**src/logic/s2p_pkg.sv**
```systemverilog
// Shared register offsets, field layouts and handshake types for the serial-to-parallel core
package s2p_pkg;

    // Register byte offsets matched on the low 8 address bits
    localparam logic [7:0] ctrl_addr   = 8'h00;
    localparam logic [7:0] status_addr = 8'h04;

    localparam logic [1:0] axi_okay = 2'b00;  // Every access answers OKAY

    // Control register layout
    typedef struct packed {
        logic [28:0] reserved;
        logic        flush;      // Self-clearing, reads back 0
        logic        msb_first;  // 1 places bit 7 first
        logic        enable;
    } ctrl_fields_t;

    // Written lane-wise as raw, decoded as fields
    typedef union packed {
        logic [31:0]  raw;
        ctrl_fields_t fields;
    } ctrl_word_u;

    // Status register layout
    typedef struct packed {
        logic [15:0] byte_count;  // Wraps at 65535
        logic [6:0]  reserved;
        logic        new_byte;    // Sticky until a status read
        logic [7:0]  last_byte;
    } status_fields_t;

    // One completed byte from the deserializer
    typedef struct packed {
        logic       valid;  // Single-cycle strobe
        logic [7:0] data;
    } byte_beat_t;

endpackage

```
**src/logic/axil_reg_ctrl.sv**
```systemverilog
// AXI4-Lite slave front end; holds the control word, decodes reads and strobes status reads
`timescale 1ns/1ns

module axil_reg_ctrl import s2p_pkg::*; (
    input  logic           s_axi_aclk,
    input  logic           s_axi_aresetn,

    input  logic [31:0]    s_axi_awaddr,
    input  logic           s_axi_awvalid,
    output logic           s_axi_awready,

    input  logic [31:0]    s_axi_wdata,
    input  logic [3:0]     s_axi_wstrb,
    input  logic           s_axi_wvalid,
    output logic           s_axi_wready,

    output logic [1:0]     s_axi_bresp,
    output logic           s_axi_bvalid,
    input  logic           s_axi_bready,

    input  logic [31:0]    s_axi_araddr,
    input  logic           s_axi_arvalid,
    output logic           s_axi_arready,

    output logic [31:0]    s_axi_rdata,
    output logic [1:0]     s_axi_rresp,
    output logic           s_axi_rvalid,
    input  logic           s_axi_rready,

    input  status_fields_t status,
    output ctrl_fields_t   ctrl,
    output logic           status_rd
);

    // Write path state
    logic        wr_busy;     // One write in flight until bready
    logic        wr_apply;    // Handshake done, commit next edge
    logic [7:0]  wr_addr;
    logic [31:0] wr_data;
    logic [3:0]  wr_strb;
    logic        wr_accept;
    logic        wr_hs;

    // Read path state
    logic        rd_busy;
    logic        rd_apply;
    logic [7:0]  rd_addr;
    logic        rd_accept;
    logic        rd_hs;
    logic [31:0] rd_word;

    ctrl_word_u  ctrl_q;
    ctrl_word_u  ctrl_next;
    ctrl_word_u  ctrl_rd;

    assign wr_accept = s_axi_awvalid && s_axi_wvalid && !wr_busy;
    assign wr_hs     = s_axi_awready && s_axi_awvalid && s_axi_wready && s_axi_wvalid;
    assign rd_accept = s_axi_arvalid && !rd_busy;
    assign rd_hs     = s_axi_arready && s_axi_arvalid;

    // Next control word with lane merge on a matching write and flush dropped
    always_comb begin
        ctrl_next = ctrl_q;
        ctrl_next.fields.flush = 1'b0;
        if (wr_apply && (wr_addr == ctrl_addr)) begin
            for (int i = 0; i < 4; i++) begin
                if (wr_strb[i]) begin
                    ctrl_next.raw[8*i +: 8] = wr_data[8*i +: 8];
                end
            end
        end
    end

    assign ctrl = ctrl_q.fields;

    // Write channels; accept at one edge, handshake at the next, commit after that
    always_ff @(posedge s_axi_aclk) begin
        if (!s_axi_aresetn) begin
            s_axi_awready <= 1'b0;
            s_axi_wready  <= 1'b0;
            s_axi_bvalid  <= 1'b0;
            s_axi_bresp   <= 2'b00;
            wr_busy       <= 1'b0;
            wr_apply      <= 1'b0;
            wr_addr       <= 8'h00;
            wr_data       <= 32'h0;
            wr_strb       <= 4'h0;
            ctrl_q.raw    <= 32'h0;
        end else begin
            s_axi_awready <= wr_accept;  // Single-cycle pulses
            s_axi_wready  <= wr_accept;
            wr_apply      <= wr_hs;
            ctrl_q        <= ctrl_next;

            if (wr_accept) begin
                wr_busy <= 1'b1;
            end else if (s_axi_bvalid && s_axi_bready) begin
                wr_busy <= 1'b0;
            end

            if (wr_hs) begin
                wr_addr <= s_axi_awaddr[7:0];
                wr_data <= s_axi_wdata;
                wr_strb <= s_axi_wstrb;
            end

            if (wr_apply) begin
                s_axi_bvalid <= 1'b1;  // Same edge as the register update
                s_axi_bresp  <= axi_okay;
            end else if (s_axi_bvalid && s_axi_bready) begin
                s_axi_bvalid <= 1'b0;
            end
        end
    end

    // Read mux; flush never reads back as set
    always_comb begin
        ctrl_rd = ctrl_q;
        ctrl_rd.fields.flush = 1'b0;
        case (rd_addr)
            ctrl_addr:   rd_word = ctrl_rd.raw;
            status_addr: rd_word = status;
            default:     rd_word = 32'h0;
        endcase
    end

    // Clears new_byte at the edge where rdata samples status
    assign status_rd = rd_apply && (rd_addr == status_addr);

    // Read channels
    always_ff @(posedge s_axi_aclk) begin
        if (!s_axi_aresetn) begin
            s_axi_arready <= 1'b0;
            s_axi_rvalid  <= 1'b0;
            s_axi_rresp   <= 2'b00;
            s_axi_rdata   <= 32'h0;
            rd_busy       <= 1'b0;
            rd_apply      <= 1'b0;
            rd_addr       <= 8'h00;
        end else begin
            s_axi_arready <= rd_accept;
            rd_apply      <= rd_hs;

            if (rd_accept) begin
                rd_busy <= 1'b1;
            end else if (s_axi_rvalid && s_axi_rready) begin
                rd_busy <= 1'b0;
            end

            if (rd_hs) begin
                rd_addr <= s_axi_araddr[7:0];
            end

            if (rd_apply) begin
                s_axi_rvalid <= 1'b1;
                s_axi_rresp  <= axi_okay;
                s_axi_rdata  <= rd_word;
            end else if (s_axi_rvalid && s_axi_rready) begin
                s_axi_rvalid <= 1'b0;
            end
        end
    end

endmodule

```
**src/logic/s2p_deserializer.sv**
```systemverilog
// Three-stage bit sampler and byte assembler; emits one beat strobe per completed byte
`timescale 1ns/1ns

module s2p_deserializer import s2p_pkg::*; (
    input  logic         s_axi_aclk,
    input  logic         s_axi_aresetn,
    input  logic         serial_in,
    input  ctrl_fields_t ctrl,
    output byte_beat_t   beat
);

    logic [2:0] pos;       // Next bit position
    logic       s1_valid;
    logic       s1_bit;
    logic       s1_msb;
    logic [2:0] s1_pos;
    logic [7:0] partial;   // Byte under assembly
    logic       s2_valid;
    logic [7:0] s2_byte;
    logic [2:0] slot;
    logic [7:0] merged;

    // Bit slot from position and order
    always_comb begin
        slot = s1_msb ? (3'd7 - s1_pos) : s1_pos;
        merged = partial;
        merged[slot] = s1_bit;
    end

    always_ff @(posedge s_axi_aclk) begin
        if (!s_axi_aresetn) begin
            pos        <= 3'd0;
            s1_valid   <= 1'b0;
            s1_bit     <= 1'b0;
            s1_msb     <= 1'b0;
            s1_pos     <= 3'd0;
            partial    <= 8'h00;
            s2_valid   <= 1'b0;
            s2_byte    <= 8'h00;
            beat.valid <= 1'b0;
            beat.data  <= 8'h00;
        end else begin
            // Stage 3 forwards completed bytes, even across a flush
            beat.valid <= s2_valid;
            beat.data  <= s2_byte;

            if (ctrl.flush) begin
                pos      <= 3'd0;   // Bits still in stage 1 are dropped
                s1_valid <= 1'b0;
                partial  <= 8'h00;
                s2_valid <= 1'b0;
            end else begin
                // Stage 1
                s1_valid <= ctrl.enable;
                s1_bit   <= serial_in;
                s1_msb   <= ctrl.msb_first;
                s1_pos   <= pos;
                if (ctrl.enable) begin
                    pos <= pos + 3'd1;  // Wraps after the eighth bit
                end

                // Stage 2
                s2_valid <= s1_valid && (s1_pos == 3'd7);
                if (s1_valid) begin
                    partial <= merged;
                    if (s1_pos == 3'd7) begin
                        s2_byte <= merged;
                    end
                end
            end
        end
    end

endmodule

```
**src/logic/s2p_status_collector.sv**
```systemverilog
// Status register builder; last byte, sticky new-byte flag and completed-byte count
`timescale 1ns/1ns

module s2p_status_collector import s2p_pkg::*; (
    input  logic           s_axi_aclk,
    input  logic           s_axi_aresetn,
    input  byte_beat_t     beat,
    input  logic           status_rd,
    output status_fields_t status
);

    logic [7:0]  last_byte;
    logic        new_byte;
    logic [15:0] byte_count;

    always_ff @(posedge s_axi_aclk) begin
        if (!s_axi_aresetn) begin
            last_byte  <= 8'h00;
            new_byte   <= 1'b0;
            byte_count <= 16'h0000;
        end else begin
            if (beat.valid) begin
                last_byte  <= beat.data;
                new_byte   <= 1'b1;   // A beat wins over a read in the same cycle
                byte_count <= byte_count + 16'd1;
            end else if (status_rd) begin
                new_byte <= 1'b0;
            end
        end
    end

    // Reserved bits read as zero
    always_comb begin
        status.byte_count = byte_count;
        status.reserved   = 7'd0;
        status.new_byte   = new_byte;
        status.last_byte  = last_byte;
    end

endmodule

```
**src/logic/s2p_top.sv**
```systemverilog
// Top level of the AXI4-Lite serial-to-parallel peripheral; connects front end and datapath
`timescale 1ns/1ns

module s2p_top import s2p_pkg::*; (
    input  logic        s_axi_aclk,
    input  logic        s_axi_aresetn,
    input  logic [31:0] s_axi_awaddr,
    input  logic        s_axi_awvalid,
    output logic        s_axi_awready,
    input  logic [31:0] s_axi_wdata,
    input  logic [3:0]  s_axi_wstrb,
    input  logic        s_axi_wvalid,
    output logic        s_axi_wready,
    output logic [1:0]  s_axi_bresp,
    output logic        s_axi_bvalid,
    input  logic        s_axi_bready,
    input  logic [31:0] s_axi_araddr,
    input  logic        s_axi_arvalid,
    output logic        s_axi_arready,
    output logic [31:0] s_axi_rdata,
    output logic [1:0]  s_axi_rresp,
    output logic        s_axi_rvalid,
    input  logic        s_axi_rready,
    input  logic        serial_in      // Synchronous to s_axi_aclk
);

    ctrl_fields_t   ctrl;
    status_fields_t status;
    logic           status_rd;
    byte_beat_t     beat;

    axil_reg_ctrl u_reg_ctrl (
        .s_axi_aclk    (s_axi_aclk),
        .s_axi_aresetn (s_axi_aresetn),
        .s_axi_awaddr  (s_axi_awaddr),
        .s_axi_awvalid (s_axi_awvalid),
        .s_axi_awready (s_axi_awready),
        .s_axi_wdata   (s_axi_wdata),
        .s_axi_wstrb   (s_axi_wstrb),
        .s_axi_wvalid  (s_axi_wvalid),
        .s_axi_wready  (s_axi_wready),
        .s_axi_bresp   (s_axi_bresp),
        .s_axi_bvalid  (s_axi_bvalid),
        .s_axi_bready  (s_axi_bready),
        .s_axi_araddr  (s_axi_araddr),
        .s_axi_arvalid (s_axi_arvalid),
        .s_axi_arready (s_axi_arready),
        .s_axi_rdata   (s_axi_rdata),
        .s_axi_rresp   (s_axi_rresp),
        .s_axi_rvalid  (s_axi_rvalid),
        .s_axi_rready  (s_axi_rready),
        .status        (status),
        .ctrl          (ctrl),
        .status_rd     (status_rd)
    );

    s2p_deserializer u_deserializer (
        .s_axi_aclk    (s_axi_aclk),
        .s_axi_aresetn (s_axi_aresetn),
        .serial_in     (serial_in),
        .ctrl          (ctrl),
        .beat          (beat)
    );

    s2p_status_collector u_status (
        .s_axi_aclk    (s_axi_aclk),
        .s_axi_aresetn (s_axi_aresetn),
        .beat          (beat),
        .status_rd     (status_rd),
        .status        (status)
    );

endmodule

```
**config.mk**
```make
export PLATFORM = sky130hd
export DESIGN_NAME = s2p_top
export DESIGN_NICKNAME = d
export VERILOG_FILES = /design/src/logic/s2p_pkg.sv /design/src/logic/axil_reg_ctrl.sv /design/src/logic/s2p_deserializer.sv /design/src/logic/s2p_status_collector.sv /design/src/logic/s2p_top.sv
export SDC_FILE = /design/constraint.sdc
export NUM_CORES = 1
export LEC_CHECK = 0
export BUFFER_PORTS_ARGS = -buffer_cell sky130_fd_sc_hd__buf_2
export CAP_MARGIN = 20
export CORE_MARGIN = 8
export CORE_UTILIZATION = 54
export CTS_CLUSTER_SIZE = 8
export DETAILED_ROUTE_END_ITERATION = 10
export PLACE_DENSITY = 0.79
export SYNTH_ARGS = -nofsm -noshare
export SYNTH_HDL_FRONTEND = slang
export SYNTH_SLANG_ARGS = --single-unit
```
**constraint.sdc**
```tcl
create_clock -name s_axi_aclk -period 2.1 [get_ports s_axi_aclk]
set_input_delay 0.105 -clock s_axi_aclk [delete_from_list [all_inputs] [get_ports s_axi_aclk]]
set_output_delay 0.105 -clock s_axi_aclk [all_outputs]
set_load 0.02 [all_outputs]
```
### After elaboration in Yosys (flattened, before gate mapping)

Cells that the tools add are included.

| operators by class | value |
|---|---|
| bitwise gates (word level) | 2 |
| add/sub/neg operators | 3 |
| equal/unequal tests | 2 |
| multiplexer cells | 13 |
| shift operators | 0 |
| reductions and logical operators | 29 |
| divide/modulo/power cells | 0 |
| magnitude comparators | 2 |
| $mul | 0 |

Operator list:

| cell | number |
|---|---|
| case mux 32 bit (2 select lines) | 1 |
| adder 16 x 1 -> 16 bit, second input constant | 1 |
| logical NOT 8 bit | 2 |
| logical AND 1 bit | 13 |
| nonzero test 2 bit | 5 |
| two-way mux 1 bit | 9 |
| bitwise mux 8 bit | 1 |
| equality test 8 x 3 -> 1 bit, second input constant | 1 |
| AND reduction 2 bit | 4 |
| AND reduction 3 bit | 2 |
| less-than comparator 3 x 4 -> 1 bit, second input constant | 1 |
| adder 3 x 1 -> 3 bit, second input constant | 1 |
| demux 1 bit (select 3 bit) | 1 |
| equality test 3 bit, second input constant | 1 |
| >= comparator 3 x 1 -> 1 bit, second input constant | 1 |
| two-way mux 3 bit | 1 |
| subtractor 3 bit, first input constant | 1 |
| logical NOT 1 bit | 2 |
| inverter 1 bit | 2 |
| OR reduction 2 bit | 1 |

| word-level totals | value |
|---|---|
| bits in read-only memories | 0 |
| output and inout port bits | 41 |
| input bits | 108 |
| memories | 0 |
| bits in writable memories | 0 |
| register bits | 184 |
| bits in latches | 0 |
| logic and storage cells | 82 |

### Longest topological paths before layout

Gate-level depths: netlist of run 1.

| logic depth | value |
|---|---|
| depth in word-level cells | 7 |
| mapped depth | 7 |
| mapped depth without buffers | 5 |

### By module

Synthesis of run 1 repeated with hierarchy kept, for this count alone.

| unflattened totals | value |
|---|---|
| cells, all modules | 837 |
| area total of the unflattened synthesis | 7651.1 µm² |

By module, submodules not included:

| module | area each (µm²) | cells an instance | seq. area each (µm²) | times used |
|---|---|---|---|---|
| axil_reg_ctrl | 4892.2 | 544 | 2482.4 | 1 |
| s2p_deserializer | 1675.4 | 172 | 700.7 | 1 |
| s2p_status_collector | 1083.5 | 121 | 500.5 | 1 |

### Worst setup path after synthesis of run 1

No wires, ideal clock.

| path | value |
|---|---|
| kind | reg2reg |
| start | register u_reg_ctrl.rd_addr[4] |
| end | register u_reg_ctrl.s_axi_rdata[0] |
| stages on the path, launching flop included | 7 |
| data required time | 2.040 ns |
| data arrival time | 1.630 ns |
| path buffers | 2 |
| setup slack | 0.410 ns |
| library setup time | 0.060 ns |
| clock period less this slack | 1.690 ns |
| path through | dfxtp_1 > or4_4 > buf_6 > nor4_4 > buf_6 > a22oi_1 > nand2_1 |

| between the ends | value |
|---|---|
| longest elaborated chain between the ends | 2 |
| elaborated cells on any way between the ends | 3 |
| those cells by class | eq/ne (1); mux (1); reduce/logical (1) |

Ends and longest elaborated chain:

| element | line | RTL |
|---|---|---|
| start: declaration | axil_reg_ctrl.sv:47 | `logic [7:0] rd_addr;` |
| start signal: assignment | axil_reg_ctrl.sv:151 | `rd_addr <= s_axi_araddr[7:0];` |
| equality test 8 x 3 -> 1 bit or logical NOT 8 bit (tied branches) | axil_reg_ctrl.sv:120 | `case (rd_addr)` |
| case mux 32 bit (2 select lines) * | axil_reg_ctrl.sv:120 |  |
| end signal: assignment | axil_reg_ctrl.sv:157 | `s_axi_rdata <= rd_word;` |
| end: declaration | axil_reg_ctrl.sv:25 | `output logic [31:0] s_axi_rdata,` |

Every way passes the cells marked *; elsewhere a longest branch is shown, timed or not.
A chain may end at the register's enable or synchronous reset.

### Worst setup path after layout of run 1

| path | value |
|---|---|
| start | register u_reg_ctrl.rd_addr[1] |
| end | register u_reg_ctrl.s_axi_rdata[8] |

The elaborated chain is that of the path after synthesis.

==> results.ini, run 1 <==
[place]
io_buffer_count = 96
gp_routability_congestion = 0.8434
hpwlAfterDp_um = 11010
dp_worst_setup_slack_ps = 331.2

[timing]
hold_viol_final = 0
timing_max_transition_violations_final = 0
finalSetupViolCount = 0
tightest_slew_ps = 603.4
fmax_mhz = 554.2
fin_tns_setup_ps = 0
timing.final.crit_period_ps = 1804
setup_ws_ps = 295.7
final.period_utilization_pct = 85.92
finalClockSkew_ps = 7.014
max-slew-margin-rel_pct = 59.41
rsz_0062_raised_after_global_routing = false

[critical_path]
sequence_of_cells_on_the_critical_path = or4b_1 > nor3_4 > buf_4 > a22oi_1 > o21ai_0
timing.critical_path.slowest_stage_cell = sky130_fd_sc_hd__or4b_1
timing.critical_path.from = u_reg_ctrl.rd_addr[1]$_SDFFE_PN0P_
worstReg2RegEnd = u_reg_ctrl.s_axi_rdata[8]$_SDFFE_PN0P_
startpoint_type = flip-flop
cp_slowest_stage_delay_ps = 690
endpoint_kind = flip-flop
r2r_start = u_reg_ctrl.rd_addr[1]$_SDFFE_PN0P_
cp_max_fo = 14
reg2reg_depth = 5
arrival_time_of_data_at_the_critical_path_endpoint_ps = 2150
rrSetupSlack_ps = 300
cp.required_ps = 2440
critPathKind = flip-flop to flip-flop

[cts]
cts_setup_buffers = 0
tritoncts_num_sinks = 184
clock_tree.htree_level_count = 4
cts.root.buffer_cell = sky130_fd_sc_hd__clkbuf_16
ctsLongestPathBuffers = 2
post_cts_clock_slew_at_the_launch_and_capture_registers_of_the_worst_setup_and_hold_paths_ps = 60
worst_skew_pair.late_latency_ps = 420
cts_tree = done
cts.repair.resized = 0
cts-buffers-inserted = 17
cts_hold_buffers = 58

[worst_hold_path]
min-delay-path-class = input pin to flip-flop
worstHoldStart = s_axi_aresetn
holdPathEnd = u_status.new_byte$_SDFFE_PN0P_
whs_path_depth = 3

[synthesis]
yosys_register_bits = 184
yosys.area_share.adder_pct = 0.3564
synth_area_leaders = sky130_fd_sc_hd__dfxtp_1, sky130_fd_sc_hd__nand2_1, sky130_fd_sc_hd__a21oi_1
synth_simple_gate_area_share_pct = 24.33
ys_seq_area_share_pct = 52.47
count_of_unique_library_cells_instantiated_by_yosys = 48
area_fraction_in_compound_gates_after_synthesis_pct = 14.12
synth_largest_area_cell = sky130_fd_sc_hd__dfxtp_1
synth-main-ff-cell = sky130_fd_sc_hd__dfxtp_1
post_synth_most_frequent_cells = sky130_fd_sc_hd__nand2_1, sky130_fd_sc_hd__dfxtp_1, sky130_fd_sc_hd__a21oi_1
avg_synthesized_cell_area_um2 = 8.418
synthXorXnorAreaFrac_pct = 1.497
total_number_of_yosys_warnings = 0
dominant_combinational_cell_family_by_area_after_synthesis = simple AND/OR/NAND/NOR gates
syn_inst = 834
synth.cell_area_mm2 = 0.007020
synth-async-reset-ratio_pct = 0
synth-edff-count = 0
post_synth_mux_area_share_pct = 2.566
synth_top_area_share_pct = 52.47
post-synth-top-count-cell = sky130_fd_sc_hd__nand2_1

[floorplanning]
initial_core_util_pct = 55.41
dieArea_mm2 = 0.01691
fp.dieW_um = 130.0
rows = 41
ioPinCount = 149
die_y_um = 130.0
core-area_mm2 = 0.01267

[grt]
grt_overflow_total = 0
grt_start_max_net_pins = 89
grt_pass1_vias = 5977
grt_first_pass_wirelength_um = 29370
groute.usage.overall_pct = 22.08
number_of_antenna_violations_at_the_first_check_in_global_routing = 1

[final_layout]
final_layout_size_suffix_gt1_share_pct = 15.80
fillers = 991
layout.nets = 1078
register_area_mm2 = 0.003684
multiInputGateArea_mm2 = 0.003024
flow.area_growth_from_synthesis_pct = 25.65

[route]
first_drt_pass_iteration_count = 6
postRouteAntennaNets = 0
detailroute.via_count = 6284
drt_iter0_drc = 562
post-route-drc-count = 0
detail_route.vias_per_cell = 5.445
total_length_of_routed_wires_um = 18000
post_drt_wl_per_cell_um = 15.59

[pwr]
vdd_ir_drop_max_v = 0.0006765
cellPowerDensity_mw_per_mm2 = 806.4
p_leak_nw = 3.390

[outcome]
outcome = finished, final reports clean

[job]
timing.max_cap.violations = 0

[critical path: cells and delay by family (launching register included)]
| family | cells | cell delay [ps] |
|---|---|---|
| AOI/OAI and AO/OA | 2 | 280 |
| buffers and inverters | 1 | 250 |
| DFF | 1 | 320 |
| and+or+nand+nor | 2 | 860 |
[per-stage QoR]
stage | util (%) | power [mW] | std cells | hold WS [ps] | area [µm²]
final | 69.62 | 7.114 | 1154 | 252.0 | 8821
after floorplan | - | 3.736 | 837 | 216.2 | 7032
after global routing | 69.62 | 7.324 | 1154 | 255.6 | 8821
after detailed placement | 60.20 | 3.823 | 1063 | 340.8 | 7627
after CTS | 69.60 | 7.135 | 1153 | 222.3 | 8818
after global placement | 60.20 | 3.820 | 1063 | 326.5 | 7627
[sequential cells by signal (all words and copies together), names as in the netlist, 3 cells and up]
signal,cells
u_reg_ctrl.s_axi_rdata,32
u_deserializer.partial,8
u_reg_ctrl.wr_strb,4
u_deserializer.s2_byte,8
u_reg_ctrl.wr_data,32
u_reg_ctrl.rd_addr,8
u_status.byte_count,16
u_deserializer.pos,3
u_deserializer.beat,9
u_status.last_byte,8
u_reg_ctrl.wr_addr,8
u_deserializer.s1_pos,3
u_reg_ctrl.ctrl,32
[layout by cell type, fill, tap and decap left out, types with 4 or more instances in the layout]
cell type	instances
sky130_fd_sc_hd__nand2_1	186
sky130_fd_sc_hd__dfxtp_1	184
sky130_fd_sc_hd__buf_2	96
sky130_fd_sc_hd__a21oi_1	77
sky130_fd_sc_hd__nor2_1	58
sky130_fd_sc_hd__dlygate4sd3_1	58
sky130_fd_sc_hd__o21ai_0	50
sky130_fd_sc_hd__nand3_1	49
sky130_fd_sc_hd__a22oi_1	24
sky130_fd_sc_hd__buf_4	19
sky130_fd_sc_hd__mux2i_1	18
sky130_fd_sc_hd__clkbuf_16	17
sky130_fd_sc_hd__nor2b_1	12
sky130_fd_sc_hd__inv_1	9
sky130_fd_sc_hd__nand4_1	9
sky130_fd_sc_hd__and2_1	9
sky130_fd_sc_hd__nand2b_1	8
sky130_fd_sc_hd__a211oi_1	8
sky130_fd_sc_hd__nor3_1	7
sky130_fd_sc_hd__xnor2_1	6
sky130_fd_sc_hd__xor2_1	6
sky130_fd_sc_hd__a31oi_1	5
sky130_fd_sc_hd__o31ai_1	5
sky130_fd_sc_hd__nor4_1	4
sky130_fd_sc_hd__conb_1	4
sky130_fd_sc_hd__clkbuf_1	4
sky130_fd_sc_hd__clkbuf_8	4
[final cells by class]
| type | count | share of cell area [%] |
|---|---|---|
| clock buffer | 25 | 5.617 |
| timing repair buffer | 175 | 14.10 |
| clock inverter | 7 | 1.305 |
| multi-input combinational | 579 | 34.28 |
| inverter | 11 | 0.4681 |
| antenna | 1 | 0.02837 |
| sequential | 184 | 41.76 |
| tap | 172 | 2.440 |
[power breakdown]
part / internal [mW] / total (mW) / switching [mW]
registers: 3.51 / 3.53 / 0.0164
logic: 0.147 / 0.313 / 0.166
clock network: 2.00 / 3.27 / 1.28
total: 5.66 / 7.11 / 1.46
[kinds of logic after synthesis]
group / Yosys count
xor+xnor: 12
mux: 18
other cells: 1
fa+ha+maj: 2
simple gates: 368
flops: 184
compound gates: 175
buf+inv: 74
[how the worst max path moves through the flow]
stage / end / slack [ps] / cells past startpoint
5_1_grt: u_deserializer.s2_byte[7]$_SDFFE_PN0P_ / 120 / 4
6_report: u_reg_ctrl.s_axi_rdata[8]$_SDFFE_PN0P_ / 300 / 5
4_1_cts: u_reg_ctrl.s_axi_rdata[8]$_SDFFE_PN0P_ / 310 / 5
2_1_floorplan: u_reg_ctrl.s_axi_rdata[0]$_SDFFE_PN0P_ / 410 / 6
3_3_place_gp: u_reg_ctrl.s_axi_rdata[20]$_SDFFE_PN0P_ / 350 / 5
3_5_place_dp: u_reg_ctrl.s_axi_rdata[8]$_SDFFE_PN0P_ / 330 / 5
[layer usage]
metal | GRT usage [%] | share of wire [%] | up-vias
li1 | - | - | 3096
met2 | 36.50 | 47 | 219
met3 | 5.508 | 6.6 | 32
met4 | 9.016 | 2.5 | 0
met1 | 26.95 | 44 | 2937
met5 | 0 | 0 | -
Note: power is estimated with default switching activity, not from simulation.
==> run 2, diff against run 1 <==
- CTS_BUF_LIST: unset -> sky130_fd_sc_hd__clkbuf_16
- GPL_TIMING_DRIVEN: unset -> 1
==> run 2 against run 1 <==
Die area is the same. Worst hold slack got worse by 3.4 ps. Worst setup slack better by 13 ps. Clock-buffer cell count is 8 lower. Clock power down 5%. Non-clock buffer count unchanged. Core utilization down 0.32 points. Clock skew increased by 0.80 ps. Sequential share of layout area up 0.19 points. Total power decreased by 2.4%. Flip-flop and latch count stayed put. Critical path depth did not move.
==> results.ini, run 2 (synthesis results as in run 1) <==
[cts]
clock_tree.htree_level_count = 4
cts_tree = done
post_cts_clock_slew_at_the_launch_and_capture_registers_of_the_worst_setup_and_hold_paths_ps = 60
tritoncts_num_sinks = 184
cts-buffers-inserted = 17
cts_setup_buffers = 0
cts.root.buffer_cell = sky130_fd_sc_hd__clkbuf_16
worst_skew_pair.late_latency_ps = 420
ctsLongestPathBuffers = 2

[floorplanning]
core-area_mm2 = 0.01267
ioPinCount = 149
fp.dieW_um = 130.0
rows = 41
initial_core_util_pct = 55.41
dieArea_mm2 = 0.01691
die_y_um = 130.0

[timing]
hold_viol_final = 0
finalSetupViolCount = 0
fin_tns_setup_ps = 0
tightest_slew_ps = 617.5
max-slew-margin-rel_pct = 58.46
rsz_0062_raised_after_global_routing = false
timing.final.crit_period_ps = 1791
fmax_mhz = 558.3
timing_max_transition_violations_final = 0
setup_ws_ps = 308.7
finalClockSkew_ps = 7.813
final.period_utilization_pct = 85.30

[critical_path]
cp_max_fo = 15
r2r_start = u_reg_ctrl.rd_addr[0]$_SDFFE_PN0P_
sequence_of_cells_on_the_critical_path = or4b_1 > nor4_4 > buf_4 > nand2_1 > nand2_1
timing.critical_path.slowest_stage_cell = sky130_fd_sc_hd__or4b_1
critPathKind = flip-flop to flip-flop
crit_buf_inv = 1
reg2reg_depth = 5
worstReg2RegEnd = u_reg_ctrl.s_axi_rdata[22]$_SDFFE_PN0P_
cp.required_ps = 2470
endpoint_kind = flip-flop
arrival_time_of_data_at_the_critical_path_endpoint_ps = 2160
cp_slowest_stage_delay_ps = 700
timing.critical_path.mode_cell = sky130_fd_sc_hd__nand2_1
timing.critical_path.max_delay_family = simple AND/OR/NAND/NOR gates
startpoint_type = flip-flop
rrSetupSlack_ps = 310

[place]
placed_area_mm2 = 0.007627
gp_routability_congestion = 0.8434
hpwlAfterDp_um = 11010
dp_worst_setup_slack_ps = 331.2
io_buffer_count = 96

[final_layout]
final_layout_size_suffix_gt1_share_pct = 15.39
final_common_cell = sky130_fd_sc_hd__nand2_1
multiInputGateArea_mm2 = 0.003024
register_area_mm2 = 0.003684
fillers = 1007
final_cell_mix = sky130_fd_sc_hd__nand2_1, sky130_fd_sc_hd__dfxtp_1, sky130_fd_sc_hd__buf_2, sky130_fd_sc_hd__a21oi_1
stdcell_area_mm2 = 0.008781
layout.nets = 1078
flow.area_growth_from_synthesis_pct = 25.08

[grt]
met1_usage_pct = 26.76
grt_pass1_vias = 5976
grt.met2_usage_pct = 35.80
grt_overflow_total = 0
most_crowded_layer_gr = met2
number_of_antenna_violations_at_the_first_check_in_global_routing = 1
grt_start_max_net_pins = 89
global_route.usage.met3_pct = 5.875
grt_first_pass_wirelength_um = 29220
groute.usage.overall_pct = 21.91

[worst_hold_path]
worstHoldStart = s_axi_aresetn
min-delay-path-class = input pin to flip-flop
holdPathEnd = u_status.new_byte$_SDFFE_PN0P_
whs_path_depth = 3

[outcome]
outcome = finished, final reports clean

[job]
timing.max_cap.violations = 0

[route]
detailroute.via_count = 6246
total_length_of_routed_wires_um = 17820
detail_route.vias_per_cell = 5.412
post-route-drc-count = 0
post_drt_wl_per_cell_um = 15.44
first_drt_pass_iteration_count = 7
postRouteAntennaNets = 0
drt_iter0_drc = 525

[pwr]
cellPowerDensity_mw_per_mm2 = 790.7
p_leak_nw = 3.384
vdd_ir_drop_max_v = 0.0006746

-- run 2: changes by cell type in the layout (fill, tap and decap cells not counted) --
cell,before,now
sky130_fd_sc_hd__clkbuf_1,4,0
sky130_fd_sc_hd__clkbuf_8,4,0
sky130_fd_sc_hd__clkinv_1,0,4
sky130_fd_sc_hd__inv_1,9,13
-- run 2: how the worst max path moves through the flow --
stage	start	to	slack, ps	cells past startpoint
global placement	u_reg_ctrl.rd_addr[0]$_SDFFE_PN0P_	u_reg_ctrl.s_axi_rdata[20]$_SDFFE_PN0P_	350	5
CTS	u_reg_ctrl.rd_addr[0]$_SDFFE_PN0P_	u_reg_ctrl.s_axi_rdata[22]$_SDFFE_PN0P_	310	5
global route	u_deserializer.s1_pos[0]$_SDFFE_PN0N_	u_deserializer.s2_byte[7]$_SDFFE_PN0P_	120	4
finish	u_reg_ctrl.rd_addr[0]$_SDFFE_PN0P_	u_reg_ctrl.s_axi_rdata[22]$_SDFFE_PN0P_	310	5
floorplan	u_reg_ctrl.rd_addr[4]$_SDFFE_PN0P_	u_reg_ctrl.s_axi_rdata[0]$_SDFFE_PN0P_	410	6
detailed placement	u_reg_ctrl.rd_addr[0]$_SDFFE_PN0P_	u_reg_ctrl.s_axi_rdata[8]$_SDFFE_PN0P_	330	5
-- run 2: worst reg2reg max path, cell delays in order, from the launching register on --
cell	delay, ps
sky130_fd_sc_hd__dfxtp_1	310
sky130_fd_sc_hd__or4b_1	700
sky130_fd_sc_hd__nor4_4	300
sky130_fd_sc_hd__buf_4	280
sky130_fd_sc_hd__nand2_1	100
sky130_fd_sc_hd__nand2_1	60
-- run 2: timing repair --
action	in CTS	in global routing
hold buffers	58	0
endpoints found under the hold margin	58	0
resized for setup	0	0
-- run 2: power by group --
group | switching, mW | internal (mW)
sequential | 0.0168 | 3.51
combinational | 0.165 | 0.147
clock | 1.27 | 1.83
total | 1.45 | 5.49
-- run 2: layer usage --
layer | share of wire (%) | vias to the layer above
met5 | 0 | -
met4 | 3.2 | 0
met3 | 7.0 | 44
met2 | 47 | 222
met1 | 43 | 2884
li1 | - | 3096
-- run 2: per-stage QoR --
step	hold WS, ps	power, mW	instances	util (%)
after floorplan	216.2	3.736	837	-
after global placement	326.5	3.820	1063	60.20
after detailed placement	340.8	3.823	1063	60.20
after CTS	224.5	6.961	1153	69.28
after global routing	255.1	7.159	1154	69.30
final	248.6	6.943	1154	69.30
-- run 2: layout make-up --
cell class                 count  area share [%]
sequential                   184           41.95
clock inverter                15           1.653
tap                          172           2.451
multi-input combinational    579           34.44
clock buffer                  17           4.845
antenna                        1         0.02850
inverter                      11          0.4702
timing repair buffer         175           14.16
==> run 3, diff against run 2 <==
- PLACE_DENSITY: 0.79 -> 0.9
==> run 3 against run 2 <==
First-iteration DRC count up 44%. Non-clock buffer count up 2. Final cell count about the same. Largest cell class unchanged. Highest routed layer unchanged.
==> results.ini, run 3 (synthesis results as in run 1) <==
[timing]
final.period_utilization_pct = 87.78
hold_viol_final = 0
rsz_0062_raised_after_global_routing = false
timing_max_transition_violations_final = 0
timing.final.crit_period_ps = 1843
setup_ws_ps = 256.5
max-slew-margin-rel_pct = 55.34
finalSetupViolCount = 0
tightest_slew_ps = 663.8
fmax_mhz = 542.5
finalClockSkew_ps = 12.35
fin_tns_setup_ps = 0

[route]
detail_route.vias_per_cell = 5.787
post-route-drc-count = 0
post_drt_wl_per_cell_um = 17.86
first_drt_pass_iteration_count = 8
postRouteAntennaNets = 0
detailroute.via_count = 6684
drt_iter0_drc = 754
routed-wl-met2_um = 9849
route.layer.met1.wl_um = 7917
total_length_of_routed_wires_um = 20630
top_signal_layer_used = met4
met3_length_um = 1778

[final_layout]
flow.area_growth_from_synthesis_pct = 24.92
final_layout_size_suffix_gt1_share_pct = 15.68
stdcell_area_mm2 = 0.008770
final_cell_mix = sky130_fd_sc_hd__nand2_1, sky130_fd_sc_hd__dfxtp_1, sky130_fd_sc_hd__buf_2, sky130_fd_sc_hd__a21oi_1
finalCoreUtilization_pct = 69.21
layout.nets = 1080
final_common_cell = sky130_fd_sc_hd__nand2_1

[grt]
grt_first_pass_wirelength_um = 32320
grt_pass1_vias = 6396
grt_start_max_net_pins = 52
number_of_antenna_violations_at_the_first_check_in_global_routing = 0
grt_overflow_total = 0
groute.usage.overall_pct = 24.74

[floorplanning]
dieArea_mm2 = 0.01691
rows = 41
fp.dieW_um = 130.0
die_y_um = 130.0
ioPinCount = 149
initial_core_util_pct = 55.41
core-area_mm2 = 0.01267

[critical_path]
arrival_time_of_data_at_the_critical_path_endpoint_ps = 2190
rrSetupSlack_ps = 260
worstReg2RegEnd = u_reg_ctrl.s_axi_rdata[7]$_SDFFE_PN0P_
critPathKind = flip-flop to flip-flop
reg2reg_depth = 5
r2r_start = u_reg_ctrl.rd_addr[0]$_SDFFE_PN0P_
cp.required_ps = 2450
endpoint_kind = flip-flop
cp_max_fo = 14
startpoint_type = flip-flop

[place]
hpwlAfterDp_um = 11350
placed_area_mm2 = 0.007617
dp_worst_setup_slack_ps = 308.8
gp_routability_congestion = 0.8529
io_buffer_count = 96

[pwr]
clkPwrFrac_pct = 44.9
cellPowerDensity_mw_per_mm2 = 797.5
pwr-share-seq_pct = 50.5
p_switching_mw = 1.503
post-layout-total-power_mw = 6.994
p_leak_nw = 3.389
p_comb_share_pct = 4.6
internal_power_component_mw = 5.490
power_switching_share_pct = 21.50
vdd_ir_drop_max_v = 0.0006372

[cts]
cts_tree = done
worst_skew_pair.late_latency_ps = 430
tritoncts_num_sinks = 184
ctsLongestPathBuffers = 2
cts-buffers-inserted = 17
post_cts_clock_slew_at_the_launch_and_capture_registers_of_the_worst_setup_and_hold_paths_ps = 60
cts.repair.resized = 0
cts.root.buffer_cell = sky130_fd_sc_hd__clkbuf_16
clock_tree.htree_level_count = 4

[worst_hold_path]
holdPathEnd = u_reg_ctrl.ctrl[2]$_SDFF_PN0_
worstHoldStart = s_axi_aresetn
whs_path_depth = 4
min-delay-path-class = input pin to flip-flop

[job]
timing.max_cap.violations = 0

[outcome]
outcome = finished, final reports clean

[run 3: cell types whose count changed in the layout (fill, tap and decap cells not counted)]
cell / before / now
sky130_fd_sc_hd__buf_12: 2 / 0
sky130_fd_sc_hd__clkinv_4: 0 / 1
sky130_fd_sc_hd__clkinv_1: 4 / 2
sky130_fd_sc_hd__clkinv_2: 2 / 3
sky130_fd_sc_hd__clkinvlp_4: 2 / 1
sky130_fd_sc_hd__buf_4: 19 / 23
[run 3: worst max-delay path, cell delays in order (launching register included)]
cell and delay, ps:
sky130_fd_sc_hd__dfxtp_1 310, sky130_fd_sc_hd__or4b_1 720, sky130_fd_sc_hd__nor3_4 190, sky130_fd_sc_hd__buf_4 260, sky130_fd_sc_hd__a22oi_1 130, sky130_fd_sc_hd__o21ai_0 150
[run 3: metrics by stage]
| stage | hold slack (ps) | instances |
|---|---|---|
| after floorplan | 216.2 | 837 |
| after global placement | 323.6 | 1065 |
| after detailed placement | 344.0 | 1065 |
| after CTS | 253.1 | 1154 |
| after global routing | 287.9 | 1154 |
| final | 280.7 | 1155 |
[run 3: worst max path at each step]
stage	from	depth (start not counted)	slack, ps	end
floorplan	u_reg_ctrl.rd_addr[4]$_SDFFE_PN0P_	6	410	u_reg_ctrl.s_axi_rdata[0]$_SDFFE_PN0P_
global placement	u_reg_ctrl.rd_addr[0]$_SDFFE_PN0P_	5	380	u_reg_ctrl.s_axi_rdata[4]$_SDFFE_PN0P_
detailed placement	u_reg_ctrl.rd_addr[0]$_SDFFE_PN0P_	5	310	u_reg_ctrl.s_axi_rdata[7]$_SDFFE_PN0P_
CTS	u_reg_ctrl.rd_addr[0]$_SDFFE_PN0P_	5	280	u_reg_ctrl.s_axi_rdata[7]$_SDFFE_PN0P_
global route	u_reg_ctrl.rd_addr[0]$_SDFFE_PN0P_	5	180	u_reg_ctrl.s_axi_rdata[7]$_SDFFE_PN0P_
finish	u_reg_ctrl.rd_addr[0]$_SDFFE_PN0P_	5	260	u_reg_ctrl.s_axi_rdata[7]$_SDFFE_PN0P_
[run 3: layout make-up]
class / count / area [µm²]
fill: 877 / 3901
sequential: 184 / 3684
multi-input combinational: 579 / 3024
timing repair buffer: 177 / 1234
clock buffer: 17 / 425.4
tap: 172 / 215.2
clock inverter: 14 / 143.9
inverter: 11 / 41.29
antenna: 1 / 2.502
[run 3: power by group through the flow]
stage	clock, mW	combinational (mW)	sequential [mW]
floorplan	0	0.134	3.60
global placement	0	0.213	3.60
detailed placement	0	0.218	3.60
CTS	3.14	0.303	3.53
global route	3.31	0.342	3.53
finish	3.14	0.323	3.53
[run 3: layer usage]
layer | GRT usage [%] | vias up
met5 | 0 | -
met3 | 6.528 | 99
met2 | 40.86 | 364
met1 | 28.54 | 3118
met4 | 14.21 | 0
li1 | - | 3103
[run 3: timing repair]
action                                  in CTS  in global routing
endpoints found under the setup margin       0                  0
setup buffers                                0                  0
hold buffers                                58                  0
hold endpoints to repair                    58                  0
